==> config.mk <==
export PLATFORM = sky130hd
export DESIGN_NAME = arp_tx_top
export DESIGN_NICKNAME = d
export VERILOG_FILES = /design/src/arp_pkg.sv /design/src/arp_pending_queue.sv /design/src/arp_frame_tx.sv /design/src/arp_tx_top.sv
export SDC_FILE = /design/constraint.sdc
export NUM_CORES = 1
export LEC_CHECK = 0
export BUFFER_PORTS_ARGS = -buffer_cell sky130_fd_sc_hd__buf_2
export CAP_MARGIN = 40
export CORE_MARGIN = 1
export CORE_UTILIZATION = 40
export CTS_CLUSTER_SIZE = 28
export DETAILED_ROUTE_END_ITERATION = 6
export PLACE_DENSITY = 0.63
export SLEW_MARGIN = 20
export SYNTH_ARGS = -nofsm -noshare
export SYNTH_HDL_FRONTEND = slang
export SYNTH_SLANG_ARGS = --single-unit
==> constraint.sdc <==
create_clock -name clk -period 9 [get_ports clk]
set_clock_uncertainty 0.05 [all_clocks]
set_input_delay 1.35 -clock clk [delete_from_list [all_inputs] [get_ports clk]]
set_output_delay 1.35 -clock clk [all_outputs]
set_load 0.02 [all_outputs]
==> src/arp_pkg.sv <==
package arp_pkg;

	// fixed ARP header fields for Ethernet / IPv4
	localparam logic [15:0] arp_htype = 16'h0001;
	localparam logic [15:0] arp_ptype = 16'h0800;
	localparam logic [7:0] arp_hlen = 8'h06;
	localparam logic [7:0] arp_plen = 8'h04;

	localparam logic [15:0] arp_oper_request = 16'h0001;
	localparam logic [15:0] arp_oper_reply = 16'h0002;

	localparam logic [47:0] arp_broadcast_mac = 48'hffff_ffff_ffff;

	// 28 byte packet sent as 32 bit words
	localparam int arp_frame_words = 7;
	localparam int word_idx_w = $clog2(arp_frame_words);

	// word slots granted by the send buffer after reset
	localparam int tx_credits = 4;
	localparam int tx_credit_w = $clog2(tx_credits + 1);

	localparam int queue_depth = 4;
	localparam int queue_ptr_w = $clog2(queue_depth);
	localparam int queue_count_w = $clog2(queue_depth + 1);

	typedef logic [47:0] mac_addr_t;
	typedef logic [31:0] ip_addr_t;

	// request only needs the target IP
	typedef struct packed {
		ip_addr_t tpa;
	} arp_request_t;

	typedef struct packed {
		ip_addr_t tpa;
		mac_addr_t tha;
	} arp_reply_t;

	// one word toward the send buffer
	typedef struct packed {
		logic [31:0] data;
		logic sof;
		logic eof;
	} arp_word_t;

endpackage

==> src/arp_pending_queue.sv <==
`timescale 1ns/1ps

module arp_pending_queue #(
	parameter type entry_t = arp_pkg::arp_request_t
) (
	input logic clk,
	input logic reset,
	input logic push_valid,
	input entry_t push_entry,
	input logic pop,
	output logic push_ready,
	output logic not_empty,
	output entry_t head
);

	entry_t mem [arp_pkg::queue_depth];
	logic [arp_pkg::queue_ptr_w-1:0] wr_ptr;
	logic [arp_pkg::queue_ptr_w-1:0] rd_ptr;
	logic [arp_pkg::queue_count_w-1:0] count;
	logic push_fire;

	assign push_ready = (count != arp_pkg::queue_count_w'(arp_pkg::queue_depth));
	assign not_empty = (count != '0);
	assign head = mem[rd_ptr];
	assign push_fire = push_valid && push_ready;

	// storage holds payload only
	always_ff @(posedge clk) begin
		if (push_fire) begin
			mem[wr_ptr] <= push_entry;
		end
	end

	always_ff @(posedge clk) begin
		if (reset) begin
			wr_ptr <= '0;
			rd_ptr <= '0;
			count <= '0;
		end else begin
			if (push_fire) begin
				if (wr_ptr == arp_pkg::queue_ptr_w'(arp_pkg::queue_depth - 1))
					wr_ptr <= '0;
				else
					wr_ptr <= wr_ptr + 1'b1;
			end
			if (pop) begin
				if (rd_ptr == arp_pkg::queue_ptr_w'(arp_pkg::queue_depth - 1))
					rd_ptr <= '0;
				else
					rd_ptr <= rd_ptr + 1'b1;
			end
			// simultaneous push and pop leaves the count alone
			case ({push_fire, pop})
				2'b10: count <= count + 1'b1;
				2'b01: count <= count - 1'b1;
				default: count <= count;
			endcase
		end
	end

	// the transmitter must only take the head when one is there
	a_pop_not_empty: assert property (@(posedge clk) disable iff (reset)
		pop |-> not_empty);

	a_count_bound: assert property (@(posedge clk) disable iff (reset)
		count <= arp_pkg::queue_count_w'(arp_pkg::queue_depth));

endmodule

==> src/arp_frame_tx.sv <==
`timescale 1ns/1ps

module arp_frame_tx (
	input logic clk,
	input logic reset,
	input arp_pkg::mac_addr_t local_mac,
	input arp_pkg::ip_addr_t local_ip,
	input logic req_pending,
	input arp_pkg::arp_request_t req_head,
	input logic rep_pending,
	input arp_pkg::arp_reply_t rep_head,
	input logic credit_return,
	output logic req_pop,
	output logic rep_pop,
	output logic word_valid,
	output arp_pkg::arp_word_t word,
	output arp_pkg::mac_addr_t dest_mac
);

	localparam logic [arp_pkg::word_idx_w-1:0] last_word =
		arp_pkg::word_idx_w'(arp_pkg::arp_frame_words - 1);

	// control state
	logic busy;
	logic [arp_pkg::word_idx_w-1:0] word_cnt;
	logic [arp_pkg::tx_credit_w-1:0] credits;

	// latched packet fields
	logic [15:0] pkt_oper;
	arp_pkg::ip_addr_t pkt_tpa;
	arp_pkg::mac_addr_t pkt_tha;

	logic send;
	logic last_send;
	logic load;
	logic [31:0] word_data;

	assign send = busy && (credits != '0);
	assign last_send = send && (word_cnt == last_word);

	// take a new entry when idle or as the current packet finishes
	assign load = !busy || last_send;
	assign req_pop = load && req_pending;
	assign rep_pop = load && !req_pending && rep_pending;

	always_ff @(posedge clk) begin
		if (reset) begin
			busy <= 1'b0;
			word_cnt <= '0;
		end else begin
			if (req_pop || rep_pop)
				busy <= 1'b1;
			else if (last_send)
				busy <= 1'b0;

			if (last_send)
				word_cnt <= '0;
			else if (send)
				word_cnt <= word_cnt + 1'b1;
		end
	end

	always_ff @(posedge clk) begin
		if (req_pop) begin
			pkt_oper <= arp_pkg::arp_oper_request;
			pkt_tpa <= req_head.tpa;
			pkt_tha <= '0;
		end else if (rep_pop) begin
			pkt_oper <= arp_pkg::arp_oper_reply;
			pkt_tpa <= rep_head.tpa;
			pkt_tha <= rep_head.tha;
		end
	end

	// one credit per word sent, one back per return pulse
	always_ff @(posedge clk) begin
		if (reset) begin
			credits <= arp_pkg::tx_credit_w'(arp_pkg::tx_credits);
		end else begin
			case ({send, credit_return})
				2'b10: credits <= credits - 1'b1;
				2'b01: credits <= credits + 1'b1;
				default: credits <= credits;
			endcase
		end
	end

	always_comb begin
		case (word_cnt)
			3'd0: word_data = {arp_pkg::arp_htype, arp_pkg::arp_ptype};
			3'd1: word_data = {arp_pkg::arp_hlen, arp_pkg::arp_plen, pkt_oper};
			3'd2: word_data = local_mac[47:16];
			3'd3: word_data = {local_mac[15:0], local_ip[31:16]};
			3'd4: word_data = {local_ip[15:0], pkt_tha[47:32]};
			3'd5: word_data = pkt_tha[31:0];
			default: word_data = pkt_tpa;
		endcase
	end

	assign word_valid = send;
	assign word.data = word_data;
	assign word.sof = (word_cnt == '0);
	assign word.eof = (word_cnt == last_word);

	// requests go out broadcast, replies straight to the asking host
	assign dest_mac = (pkt_oper == arp_pkg::arp_oper_request) ?
		arp_pkg::arp_broadcast_mac : pkt_tha;

	// an empty counter only refills through a return pulse
	a_no_send_without_credit: assert property (@(posedge clk) disable iff (reset)
		(credits == '0 && !credit_return) |=> !word_valid);

	// the sink must never return more slots than it was given
	a_credit_bound: assert property (@(posedge clk) disable iff (reset)
		credits <= arp_pkg::tx_credit_w'(arp_pkg::tx_credits));

	// the cycle after a pop is the first word slot of that packet
	a_single_pop: assert property (@(posedge clk) disable iff (reset)
		(req_pop || rep_pop) |=> !(req_pop || rep_pop));

endmodule

==> src/arp_tx_top.sv <==
`timescale 1ns/1ps

module arp_tx_top (
	input logic clk,
	input logic reset,
	input arp_pkg::mac_addr_t local_mac,
	input arp_pkg::ip_addr_t local_ip,
	input logic req_valid,
	input arp_pkg::arp_request_t req_entry,
	input logic rep_valid,
	input arp_pkg::arp_reply_t rep_entry,
	input logic credit_return,
	output logic req_ready,
	output logic rep_ready,
	output logic word_valid,
	output arp_pkg::arp_word_t word,
	output arp_pkg::mac_addr_t dest_mac
);

	logic req_pending;
	logic rep_pending;
	logic req_pop;
	logic rep_pop;
	arp_pkg::arp_request_t req_head;
	arp_pkg::arp_reply_t rep_head;

	// pending ARP requests, target IP only
	arp_pending_queue #(
		.entry_t(arp_pkg::arp_request_t)
	) req_queue (
		.clk(clk),
		.reset(reset),
		.push_valid(req_valid),
		.push_entry(req_entry),
		.pop(req_pop),
		.push_ready(req_ready),
		.not_empty(req_pending),
		.head(req_head)
	);

	// pending ARP replies, target IP and MAC
	arp_pending_queue #(
		.entry_t(arp_pkg::arp_reply_t)
	) rep_queue (
		.clk(clk),
		.reset(reset),
		.push_valid(rep_valid),
		.push_entry(rep_entry),
		.pop(rep_pop),
		.push_ready(rep_ready),
		.not_empty(rep_pending),
		.head(rep_head)
	);

	arp_frame_tx frame_tx (
		.clk(clk),
		.reset(reset),
		.local_mac(local_mac),
		.local_ip(local_ip),
		.req_pending(req_pending),
		.req_head(req_head),
		.rep_pending(rep_pending),
		.rep_head(rep_head),
		.credit_return(credit_return),
		.req_pop(req_pop),
		.rep_pop(rep_pop),
		.word_valid(word_valid),
		.word(word),
		.dest_mac(dest_mac)
	);

endmodule

---- Word level (Yosys, flattened, before mapping) ----
Memories as Yosys holds them, arrays and structs flattened. A register that Yosys moved wholly into a read port is not among the register bits.
Cells that the tools add are included.
word-level totals
  register bits after elaboration ......... 103
  bits in latches ......................... 0
  memory bits (writable) .................. 448
  ROM bits ................................ 0
  input bits .............................. 197
  output and inout bits ................... 85
  word-level logic and storage cells ...... 86
  memories ................................ 2
memories
  memory         depth  bits a word  read ports  clocked after Yosys merged registers in  wr ports  RTL line                 RTL
  rep_queue.mem  4      80           1           1                                        1         arp_pending_queue.sv:16  entry_t mem [arp_pkg::queue_depth];
  req_queue.mem  4      32           1           1                                        1         arp_pending_queue.sv:16
cells by class
  add/subtract/negate cells ............... 11
  multiply operators ...................... 0
  div/mod/pow operators ................... 0
  magnitude comparators ................... 0
  eq/ne operators ......................... 19
  shift operators ......................... 0
  mux-type cells .......................... 21
  bitwise operators ....................... 0
  reduce and logical (&&, ||, !) cells .... 21
operators with widths
  kind                                               count
  case mux 32 bit (6 select lines)                   1
  two-way mux 32 bit                                 2
  two-way mux 48 bit                                 1
  case mux 3 bit (2 select lines)                    3
  two-way mux 2 bit                                  8
  == test 2 bit (second input constant)              7
  adder 3 x 1 -> 3 bit (second input constant)       4
  nonzero test 2 bit                                 5
  == test 3 bit (second input constant)              3
  nonzero test 3 bit                                 3
  subtractor 3 x 1 -> 3 bit (second input constant)  3
  adder 2 x 1 -> 2 bit (second input constant)       4
  == test 2 x 1 -> 1 bit (second input constant)     4
  logical AND 1 bit                                  7
  == test 3 x 2 -> 1 bit (second input constant)     2
  two-way mux 1 bit                                  6
  inequality test 3 bit (second input constant)      2
  == test 3 x 1 -> 1 bit (second input constant)     1
  logical NOT 3 bit                                  1
  logical NOT 1 bit                                  2
  logical OR 1 bit                                   2
  OR reduction 2 bit                                 1

---- Depth between registers and ports, before layout ----
Gate-level depths: netlist (run 1).
  depth after elaboration ................. 8
  mapped depth ............................ 11
  gate-level depth less buffers ........... 10

---- By module ----
A second synthesis (run 1) with hierarchy kept.
unflattened totals
  cells, all modules ...................... 1141
  area total of the unflattened synthesis .. 21914.8 sq um
modules (own cells, without submodules)
  module                          times used  cells each  area each (sq um)  seq. area each (sq um)
  arp_pending_queue at rep_queue  1           469         12032.8            9789.4
  arp_pending_queue at req_queue  1           218         5093.6             4023.9
  arp_frame_tx                    1           454         4788.3             2102.0

---- Worst setup path after synthesis (run 1) ----
OpenSTA, ideal clock, no wires.
  path type ............................... in2reg
  from .................................... input rep_valid
  to ...................................... memory rep_queue.mem[0][0] (netlist bit), enable pin
  library setup time ...................... 448 ps
  data arrival time ....................... 3512 ps
  data required time ...................... 8502 ps
  slack ................................... 4990 ps
  stages .................................. 2
  buffers on the path ..................... 1
  cell sequence ........................... buf_1 -> and3_1
on the way
  cells in the longest elaborated chain, start to end .. 3
RTL lines
  what                                     RTL line                 RTL
  from (decl)                              arp_tx_top.sv:10         input logic rep_valid,
  logical AND 1 bit                        arp_pending_queue.sv:25  assign push_fire = push_valid && push_ready;
  two-way mux 1 bit                        arp_pending_queue.sv:29  if (push_fire) begin
  two-way mux 1 bit (implied by the code)  arp_pending_queue.sv:30  mem[wr_ptr] <= push_entry;
  to (decl)                                arp_pending_queue.sv:16
No other way between the ends.

==> impl_metrics.py, run 1 <==
metrics = {
    "status": {
        "status": "finished, final reports clean",
    },
    "die": {
        "dieArea_um2": 55970,
        "die_y_um": 236.6,
        "start_util": 0.4066,
        "ioPinCount": 282,
        "core_area_um2": 54130,
        "rows": 85,
        "die_w_um": 236.6,
    },
    "logic_synthesis": {
        "synthFlopType": "edfxtp_1",
        "synth_cell_types": 52,
        "syn_area_per_cell_um2": 18.93,
        "syn_area_um2": 22010,
        "yosysTopAreaCellShare": 0.6549,
        "synth_edf_count": 480,
        "ys.warnings.count": 0,
        "ys_async_sr_fraction": 0,
        "ys_ff_latch": 555,
        "synth_common_cells": "edfxtp_1 (480), mux4_2 (112), dfxtp_1 (75)",
        "synth_most_common_cell": "edfxtp_1",
        "synthTopCellsByArea": "edfxtp_1 (65%), mux4_2 (11%), dfxtp_1 (6.8%), a22o_1 (2.0%), mux2_2 (1.6%)",
        "yosys.area.top_type": "edfxtp_1",
        "synthCells": 1163,
        "syn-num-nets": 1381,
        "ys_seq_area_frac": 0.7231,
    },
    "global_route": {
        "grt_pass1_wl_mm": 87.94,
        "grt_max_degree": 51,
        "grt_pass1_vias": 12500,
        "grt_use_total": 0.2189,
        "grt_overflow": 0,
        "antenna_found_initial": 18,
    },
    "cts": {
        "cts-htree-levels": 2,
        "cts_buffer_depth": 3,
        "root_buffer": "clkbuf_16",
        "postCtsSetupRepairBufs": 0,
        "path_clk_slew_ns": 0.06,
        "hold_buffers": 0,
        "numClockSinks": 555,
        "cts_inserted_buffers": 56,
        "cts_tree": "built",
        "cts-resized-gates": 0,
        "worstSkewPairLatency_ns": 0.61,
    },
    "finish": {
        "fin_nets": 1669,
        "final_area_um2": 26140,
        "drive_gt1_frac": 0.3836,
        "syn_to_final_growth_pct": 18.75,
    },
    "route": {
        "drtIter0Drc": 1127,
        "drt_wl_total_mm": 61.23,
        "drtAntennaViolNets": 0,
        "drc_errors": 0,
        "dr.pass1.iters": 5,
        "via_count": 12500,
        "viasPerCell": 5.681,
        "post_drt_wl_per_cell_um": 27.83,
    },
    "critical_path": {
        "setup.worst_path.end_class": "output pin",
        "criticalPathCategory": "flip-flop to output pin",
        "startpoint": "frame_tx.word_cnt[2]",
        "cp-start-kind": "flip-flop",
        "r2r_end": "rep_queue.count[2]",
        "reg2regPathDepth": 12,
        "timing.rr.start": "frame_tx.word_cnt[0]",
        "reg2reg_setup_slack_ns": 5.39,
        "crit_fanout": 33,
        "required_ns": 7.60,
        "cp.arrival_ns": 4.19,
    },
    "power_and_ir_drop": {
        "finalPower_uw": 8431,
        "p_per_area_nw_per_um2": 322.6,
        "p_leak_uw": 0.008949,
        "ir_drop_v": 0.0001870,
    },
    "timing": {
        "timing.setup.tns_ns": 0,
        "report.final.hold_viol_count": 0,
        "setup_violations": 0,
        "max_freq_mhz": 179.1,
        "finalCritPeriodShare": 0.6206,
        "tightest_slew_ns": 0.8128,
        "fin_crit_ns": 5.585,
        "maxSlewViolCount": 0,
        "worst_slack_ns": 3.415,
        "rsz0062_at_grt": "false",
        "max_slew_margin": 0.4582,
    },
    "worst_hold_path": {
        "hp-start": "frame_tx.pkt_oper[1]",
        "hold_depth": 1,
        "whs_endpoint": "frame_tx.pkt_oper[1]",
        "min_path_type": "flip-flop to flip-flop",
    },
    "flow_run": {
        "maxCapViolations": 0,
    },
    "place": {
        "gp_congestion": 0.9088,
        "dpl.hpwl_mm": 40.35,
        "post-place-ws_ns": 4.139,
        "dpl_cell_area_um2": 24200,
        "portBuffers": 281,
    },
}
## kinds of logic (layout without fill, tap and decap cells)
logic type               count (synthesis)  in the layout  share of synthesized area
AO/OA/AOI/OAI                          162            162                    0.06373
AND/OR/NAND/NOR                        174            174                    0.04451
multiplexers                           147            147                     0.1326
flip-flops                             555            555                     0.7231
adder cells (fa/ha/maj)                 21             21                    0.01296
other                                    0              5                          0
buffers and inverters                   98            434                    0.02069
XOR/XNOR                                 6              6                   0.002388
## sequential cells by signal, indices dropped and copies added (netlist names), named ones only
register,cells
frame_tx.pkt_tpa,32
frame_tx.word_cnt,3
req_queue.mem,128
frame_tx.credits,3
frame_tx.pkt_tha,48
req_queue.wr_ptr,2
rep_queue.wr_ptr,2
rep_queue.rd_ptr,2
rep_queue.count,3
rep_queue.mem,320
frame_tx.pkt_oper,2
req_queue.rd_ptr,2
req_queue.count,3
frame_tx.busy,1
## layer usage
metal  vias up  GRT usage  share of wire
li1       5361          -              -
met1      6473     0.2923           0.41
met2       534     0.3455           0.48
met3       112    0.05048          0.073
met4        18    0.09150          0.035
met5         -          0         0.0018
## per-stage QoR
| stage | std cells | hold WS (ns) | util |
|---|---|---|---|
| 2_1_floorplan | 1163 | 0.4022 | - |
| 3_3_place_gp | 2083 | 0.4278 | 0.4456 |
| 3_5_place_dp | 2087 | 0.4334 | 0.4471 |
| 4_1_cts | 2193 | 0.4504 | 0.4821 |
| 5_1_grt | 2198 | 0.4777 | 0.4827 |
| 6_report | 2200 | 0.4561 | 0.4828 |
## worst max-delay path, cell delays in order (launching register included)
cell and delay [ns]:
dfxtp_2 0.65, inv_1 0.39, buf_8 0.27, ha_1 0.20
buf_4 0.27, or3_1 0.43, or2_2 0.51, buf_16 0.26
a31oi_1 0.35, buf_2 0.25
## placed cells by master (no fill, tap or decap), drive strengths merged, types with 19 or more instances in the layout
cell type	instances
a22oi	32
nor3	37
clkbuf	74
dfxtp	75
inv	19
edfxtp	480
nand3	36
clkinv	21
mux4	112
buf	310
a22o	50
nand2b	52
mux2	34
## report_power, final
part	switching (uW)	internal [uW]
combinational	1580	947
clock	980	1410
sequential	266	3250
## how the worst max path moves through the flow
stage                     endpoint  cells past startpoint  slack [ns]
6_report                   word[2]                      9        3.41
4_1_cts                   word[32]                      9        3.47
5_1_grt                   word[32]                      9        3.34
3_5_place_dp              word[32]                      9        4.14
3_3_place_gp               word[2]                      7        3.52
2_1_floorplan  rep_queue.mem[0][0]                      2        4.99
## area by class of cell
cell class              count  area, um2
multi-input cells         510       5677
fillers                  4489      28000
inverters                  18      67.56
diodes                      5      12.51
well taps                 696      870.8
clock inverters            32      349.1
flip-flops and latches    555      15930
repair buffers            310       1694
clock buffers              74       1541
Note: power is estimated with default switching activity, not from simulation.
==> inputs of run 2 (changes only) <==
==> constraint.sdc (replaced) <==
create_clock -name clk -period 5.8 [get_ports clk]
set_clock_uncertainty 0.05 [all_clocks]
set_input_delay 0.87 -clock clk [delete_from_list [all_inputs] [get_ports clk]]
set_output_delay 0.87 -clock clk [all_outputs]
set_load 0.02 [all_outputs]
==> impl_metrics.py, run 2 (synthesis gave the netlist of run 1 again) <==
metrics = {
    "route": {
        "post_drt_wl_per_cell_um": 27.69,
        "viasPerCell": 5.684,
        "drc_errors": 0,
        "via_count": 12530,
        "drtAntennaViolNets": 0,
        "drtIter0Drc": 1324,
        "dr.pass1.iters": 7,
        "drt_wl_total_mm": 61.04,
    },
    "critical_path": {
        "cpPeakStageDelay_ns": 0.50,
        "cp.arrival_ns": 3.58,
        "cp_num_buf_inv": 4,
        "crit_fanout": 33,
        "criticalPathCategory": "flip-flop to output pin",
        "critPathSlowestCell": "or2_2",
        "crit_family": "buffers and inverters",
        "required_ns": 4.88,
        "cp-start-kind": "flip-flop",
        "path_cells": "inv_1 > ha_1 > buf_4 > or3_1 > or2_2 > buf_16 > a31oi_1 > buf_2",
        "setup.worst_path.end_class": "output pin",
    },
    "timing": {
        "timing.setup.tns_ns": 0,
        "maxSlewViolCount": 0,
        "setup_violations": 0,
        "finalCritPeriodShare": 0.7766,
        "max_slew_margin": 0.4426,
        "rsz0062_at_grt": "false",
        "max_freq_mhz": 222.0,
        "tightest_slew_ns": 0.8362,
        "report.final.hold_viol_count": 0,
        "fin_crit_ns": 4.504,
    },
    "cts": {
        "cts_inserted_buffers": 55,
        "numClockSinks": 555,
        "path_clk_slew_ns": 0.06,
        "cts-resized-gates": 0,
        "cts-htree-levels": 2,
        "hold_buffers": 0,
        "root_buffer": "clkbuf_16",
        "postCtsSetupRepairBufs": 0,
        "cts_tree": "built",
        "worstSkewPairLatency_ns": 0.60,
        "cts_buffer_depth": 3,
    },
    "die": {
        "ioPinCount": 282,
        "core_area_um2": 54130,
        "die_y_um": 236.6,
        "dieArea_um2": 55970,
        "rows": 85,
        "die_w_um": 236.6,
        "start_util": 0.4066,
    },
    "finish": {
        "final_common_cell": "edfxtp_1",
        "final_cell_mix": "edfxtp_1 (480), buf_2 (281), mux4_2 (112)",
        "largest_reg_flops": 320,
        "syn_to_final_growth_pct": 18.50,
        "top_regs": "rep_queue.mem (320), req_queue.mem (128), frame_tx.pkt_tha (48)",
        "drive_gt1_frac": 0.3812,
        "postLayoutCoreUtil": 0.4818,
        "top_register": "rep_queue.mem",
        "fin_nets": 1669,
    },
    "global_route": {
        "grt_use_total": 0.2180,
        "busiest_layer": "met2",
        "grt_pass1_wl_mm": 87.69,
        "grt_overflow": 0,
        "use_met1": 0.2897,
        "antenna_found_initial": 18,
        "use_met2": 0.3427,
        "gr-usage-met3": 0.06050,
        "grt_pass1_vias": 12510,
        "grt_max_degree": 51,
    },
    "power_and_ir_drop": {
        "p_per_area_nw_per_um2": 497.6,
        "finalPower_uw": 12980,
        "ir_drop_v": 0.0003322,
        "p_leak_uw": 0.008918,
    },
    "place": {
        "dpl.hpwl_mm": 40.42,
        "gp_congestion": 0.8925,
        "portBuffers": 281,
    },
    "status": {
        "status": "finished, final reports clean",
    },
    "flow_run": {
        "maxCapViolations": 0,
    },
    "worst_hold_path": {
        "min_path_type": "input port to flip-flop",
    },
}
==> run 2: cell types whose count changed in the layout (fill, tap and decap cells not counted), moves of 2 or more <==
| cell | delta |
|---|---|
| clkbuf_8 | -3 |
| clkinv_1 | +3 |
| buf_8 | -2 |
| diode_2 | +5 |
| clkbuf_16 | -2 |
==> run 2: final cells by class <==
type	instances	area, um2
Fill cell	4522	28050
Clock inverter	35	355.3
Multi-Input combinational cell	510	5677
Clock buffer	69	1450
Inverter	18	67.56
Sequential cell	555	15930
Tap cell	696	870.8
Timing Repair Buffer	311	1710
Antenna cell	10	25.02
==> run 2: where the power goes <==
part	leakage (uW)	switching (uW)	internal, uW
combinational	0.00300	2460	1470
sequential	0.00504	433	5040
clock	0.000882	1490	2080
==> run 2: final timing paths <==
path,startpoint,end,slack (ns),cells after the start
worst max register to register,frame_tx.word_cnt[0],rep_queue.count[2],2.26,12
worst min-delay path,rep_entry[8],rep_queue.mem[0][8],0.43,1
worst min register to register,rep_queue.rd_ptr[1],flip-flop,0.45,2
worst max-delay path,frame_tx.word_cnt[2],word[3],1.30,8
==> run 2: metal layers <==
metal,share of wire,up-vias
met4,0.032,18
met5,0.0019,-
met3,0.086,100
met2,0.48,561
li1,-,5360
met1,0.40,6489
==> run 2: per-stage QoR <==
step,hold WS (ns),cells,setup slack [ns],cell area (um2)
after detailed placement,0.4343,2090,1.998,24250
after global routing,0.3995,2200,1.189,26070
after global placement,0.4283,2084,1.748,24130
after CTS,0.3927,2194,1.335,26060
final,0.4266,2204,1.296,26080
after floorplan,0.4022,1163,2.270,22010
==> inputs of run 3 (changes only) <==
--- a/config.mk
+++ b/config.mk
@@ -11,7 +11,7 @@
 export CORE_UTILIZATION = 40
 export CTS_CLUSTER_SIZE = 28
 export DETAILED_ROUTE_END_ITERATION = 6
-export PLACE_DENSITY = 0.63
+export PLACE_DENSITY = 0.65
 export SLEW_MARGIN = 20
 export SYNTH_ARGS = -nofsm -noshare
 export SYNTH_HDL_FRONTEND = slang
==> constraint.sdc (replaced) <==
create_clock -name clk -period 3.7 [get_ports clk]
set_clock_uncertainty 0.05 [all_clocks]
set_input_delay 0.555 -clock clk [delete_from_list [all_inputs] [get_ports clk]]
set_output_delay 0.555 -clock clk [all_outputs]
set_load 0.02 [all_outputs]
==> impl_metrics.py, run 3 (synthesis gave the netlist of run 1 again) <==
metrics = {
    "cts": {
        "cts-htree-levels": 2,
        "root_buffer": "clkbuf_16",
        "worstSkewPairLatency_ns": 0.61,
        "hold_buffers": 0,
        "cts_buffer_depth": 3,
        "cts_inserted_buffers": 56,
        "cts_tree": "built",
        "path_clk_slew_ns": 0.06,
        "numClockSinks": 555,
    },
    "timing": {
        "whs_ns": 0.1088,
        "setup_violations": 0,
        "maxSlewViolCount": 0,
        "finalCritPeriodShare": 0.9665,
        "timing.setup.tns_ns": 0,
        "fin_crit_ns": 3.576,
        "max_freq_mhz": 279.6,
        "max_slew_margin": 0.4807,
        "tightest_slew_ns": 0.7789,
        "report.final.hold_viol_count": 0,
        "rsz0062_at_grt": "false",
        "worst_slack_ns": 0.1241,
    },
    "global_route": {
        "antenna_found_initial": 20,
        "grt_overflow": 0,
        "grt_max_degree": 50,
        "grt_pass1_wl_mm": 86.01,
        "grt_use_total": 0.2145,
        "grt_pass1_vias": 12540,
    },
    "die": {
        "start_util": 0.4066,
        "core_area_um2": 54130,
        "die_w_um": 236.6,
        "ioPinCount": 282,
        "dieArea_um2": 55970,
        "rows": 85,
        "die_y_um": 236.6,
    },
    "power_and_ir_drop": {
        "comb_power_share": 0.305,
        "power.switching_uw": 6850,
        "netSwitchingFraction": 0.3367,
        "power_frac_clock": 0.275,
        "p_per_area_nw_per_um2": 778.0,
        "power.internal_uw": 13500,
        "ir_drop_v": 0.0004711,
        "p_seq_frac": 0.419,
        "p_leak_uw": 0.008952,
    },
    "finish": {
        "largest_reg_flops": 320,
        "top_register": "rep_queue.mem",
        "final_cell_mix": "edfxtp_1 (480), buf_2 (281), mux4_2 (112)",
        "fill_cells": 4561,
        "fin_cells": 2210,
        "fin_nets": 1672,
        "syn_to_final_growth_pct": 18.82,
        "top_regs": "rep_queue.mem (320), req_queue.mem (128), frame_tx.pkt_tha (48)",
        "drive_gt1_frac": 0.3851,
        "postLayoutCoreUtil": 0.4831,
        "final_common_cell": "edfxtp_1",
    },
    "route": {
        "drc_errors": 0,
        "via_count": 12400,
        "drtIter0Drc": 1125,
        "drt_wl_total_mm": 60.10,
        "drtAntennaViolNets": 0,
        "dr.pass1.iters": 5,
        "post_drt_wl_per_cell_um": 27.19,
        "viasPerCell": 5.612,
    },
    "status": {
        "status": "finished, final reports clean",
    },
    "critical_path": {
        "criticalPathCategory": "flip-flop to output pin",
        "timing.rr.start": "frame_tx.word_cnt[0]",
        "startpoint": "frame_tx.word_cnt[2]",
        "reg2regPathDepth": 11,
        "cp-start-kind": "flip-flop",
        "crit_fanout": 25,
        "required_ns": 3.09,
        "cp.arrival_ns": 2.97,
        "setup.worst_path.end_class": "output pin",
    },
    "place": {
        "dpl.hpwl_mm": 39.53,
        "post-place-ws_ns": 0.6349,
        "gp_congestion": 0.8566,
        "portBuffers": 281,
        "dp.cells": 2092,
    },
    "worst_hold_path": {
        "hp-start": "req_entry[10]",
        "min_path_type": "input port to flip-flop",
        "hold_depth": 1,
    },
    "flow_run": {
        "maxCapViolations": 0,
    },
}
==> run 3: cell count changes in the layout (fill, tap and decap cells not counted), moves of 3 or more <==
cell | previous run | this run
clkinv_2 | 12 | 15
clkinv_1 | 12 | 8
diode_2 | 10 | 13
buf_12 | 0 | 6
==> run 3: layout make-up <==
type / instances / area [um2] / area share
Clock buffer: 73 / 1496 / 0.05722
Multi-Input combinational cell: 510 / 5687 / 0.2174
Clock inverter: 32 / 311.5 / 0.01191
Tap cell: 696 / 870.8 / 0.03330
Inverter: 18 / 67.56 / 0.002583
Sequential cell: 555 / 15930 / 0.6089
Timing Repair Buffer: 313 / 1762 / 0.06736
Antenna cell: 13 / 32.53 / 0.001244
==> run 3: worst paths after layout <==
path	to	slack, ns
hold reg to reg	frame_tx.word_cnt[1]	0.45
setup reg to reg	rep_queue.count[2]	0.79
hold / removal	req_queue.mem[1][10]	0.11
setup / recovery	word[32]	0.12
==> run 3: power groups by stage <==
stage          clock network, uW  logic, uW  registers, uW
2_1_floorplan                  0       4170           8280
3_3_place_gp                   0       6100           8640
3_5_place_dp                   0       6240           8660
4_1_cts                     5680       6270           8540
5_1_grt                     5920       6590           8620
6_report                    5600       6210           8530
==> run 3: timing repair <==
| action | in CTS | in global routing |
|---|---|---|
| resized for setup | 1 | 1 |
| setup endpoints to repair | 1 | 1 |
| buffers inserted | 0 | 0 |
==> run 3: worst max-delay path, cell delays in order, from the launching register on <==
cell,delay (ns)
dfxtp_2,0.54
buf_4,0.42
and2_1,0.58
a22oi_1,0.32
a31oi_1,0.27
buf_2,0.20
==> run 3: per-layer routing <==
metal  up-vias  part of all wire  wire (um)  track usage
li1       5372                 -          -            -
met1      6402              0.40      24220       0.2841
met2       501              0.48      28610       0.3387
met3       112             0.085       5137      0.05642
met4        16             0.034       2025      0.08304
met5         -            0.0016         98            0
==> run 3: stage by stage <==
stage / instance area (um2) / total power, uW
final: 26150 / 20350
after CTS: 26120 / 20490
after floorplan: 22010 / 12450
after detailed placement: 24300 / 14900
after global routing: 26140 / 21120
after global placement: 24250 / 14740
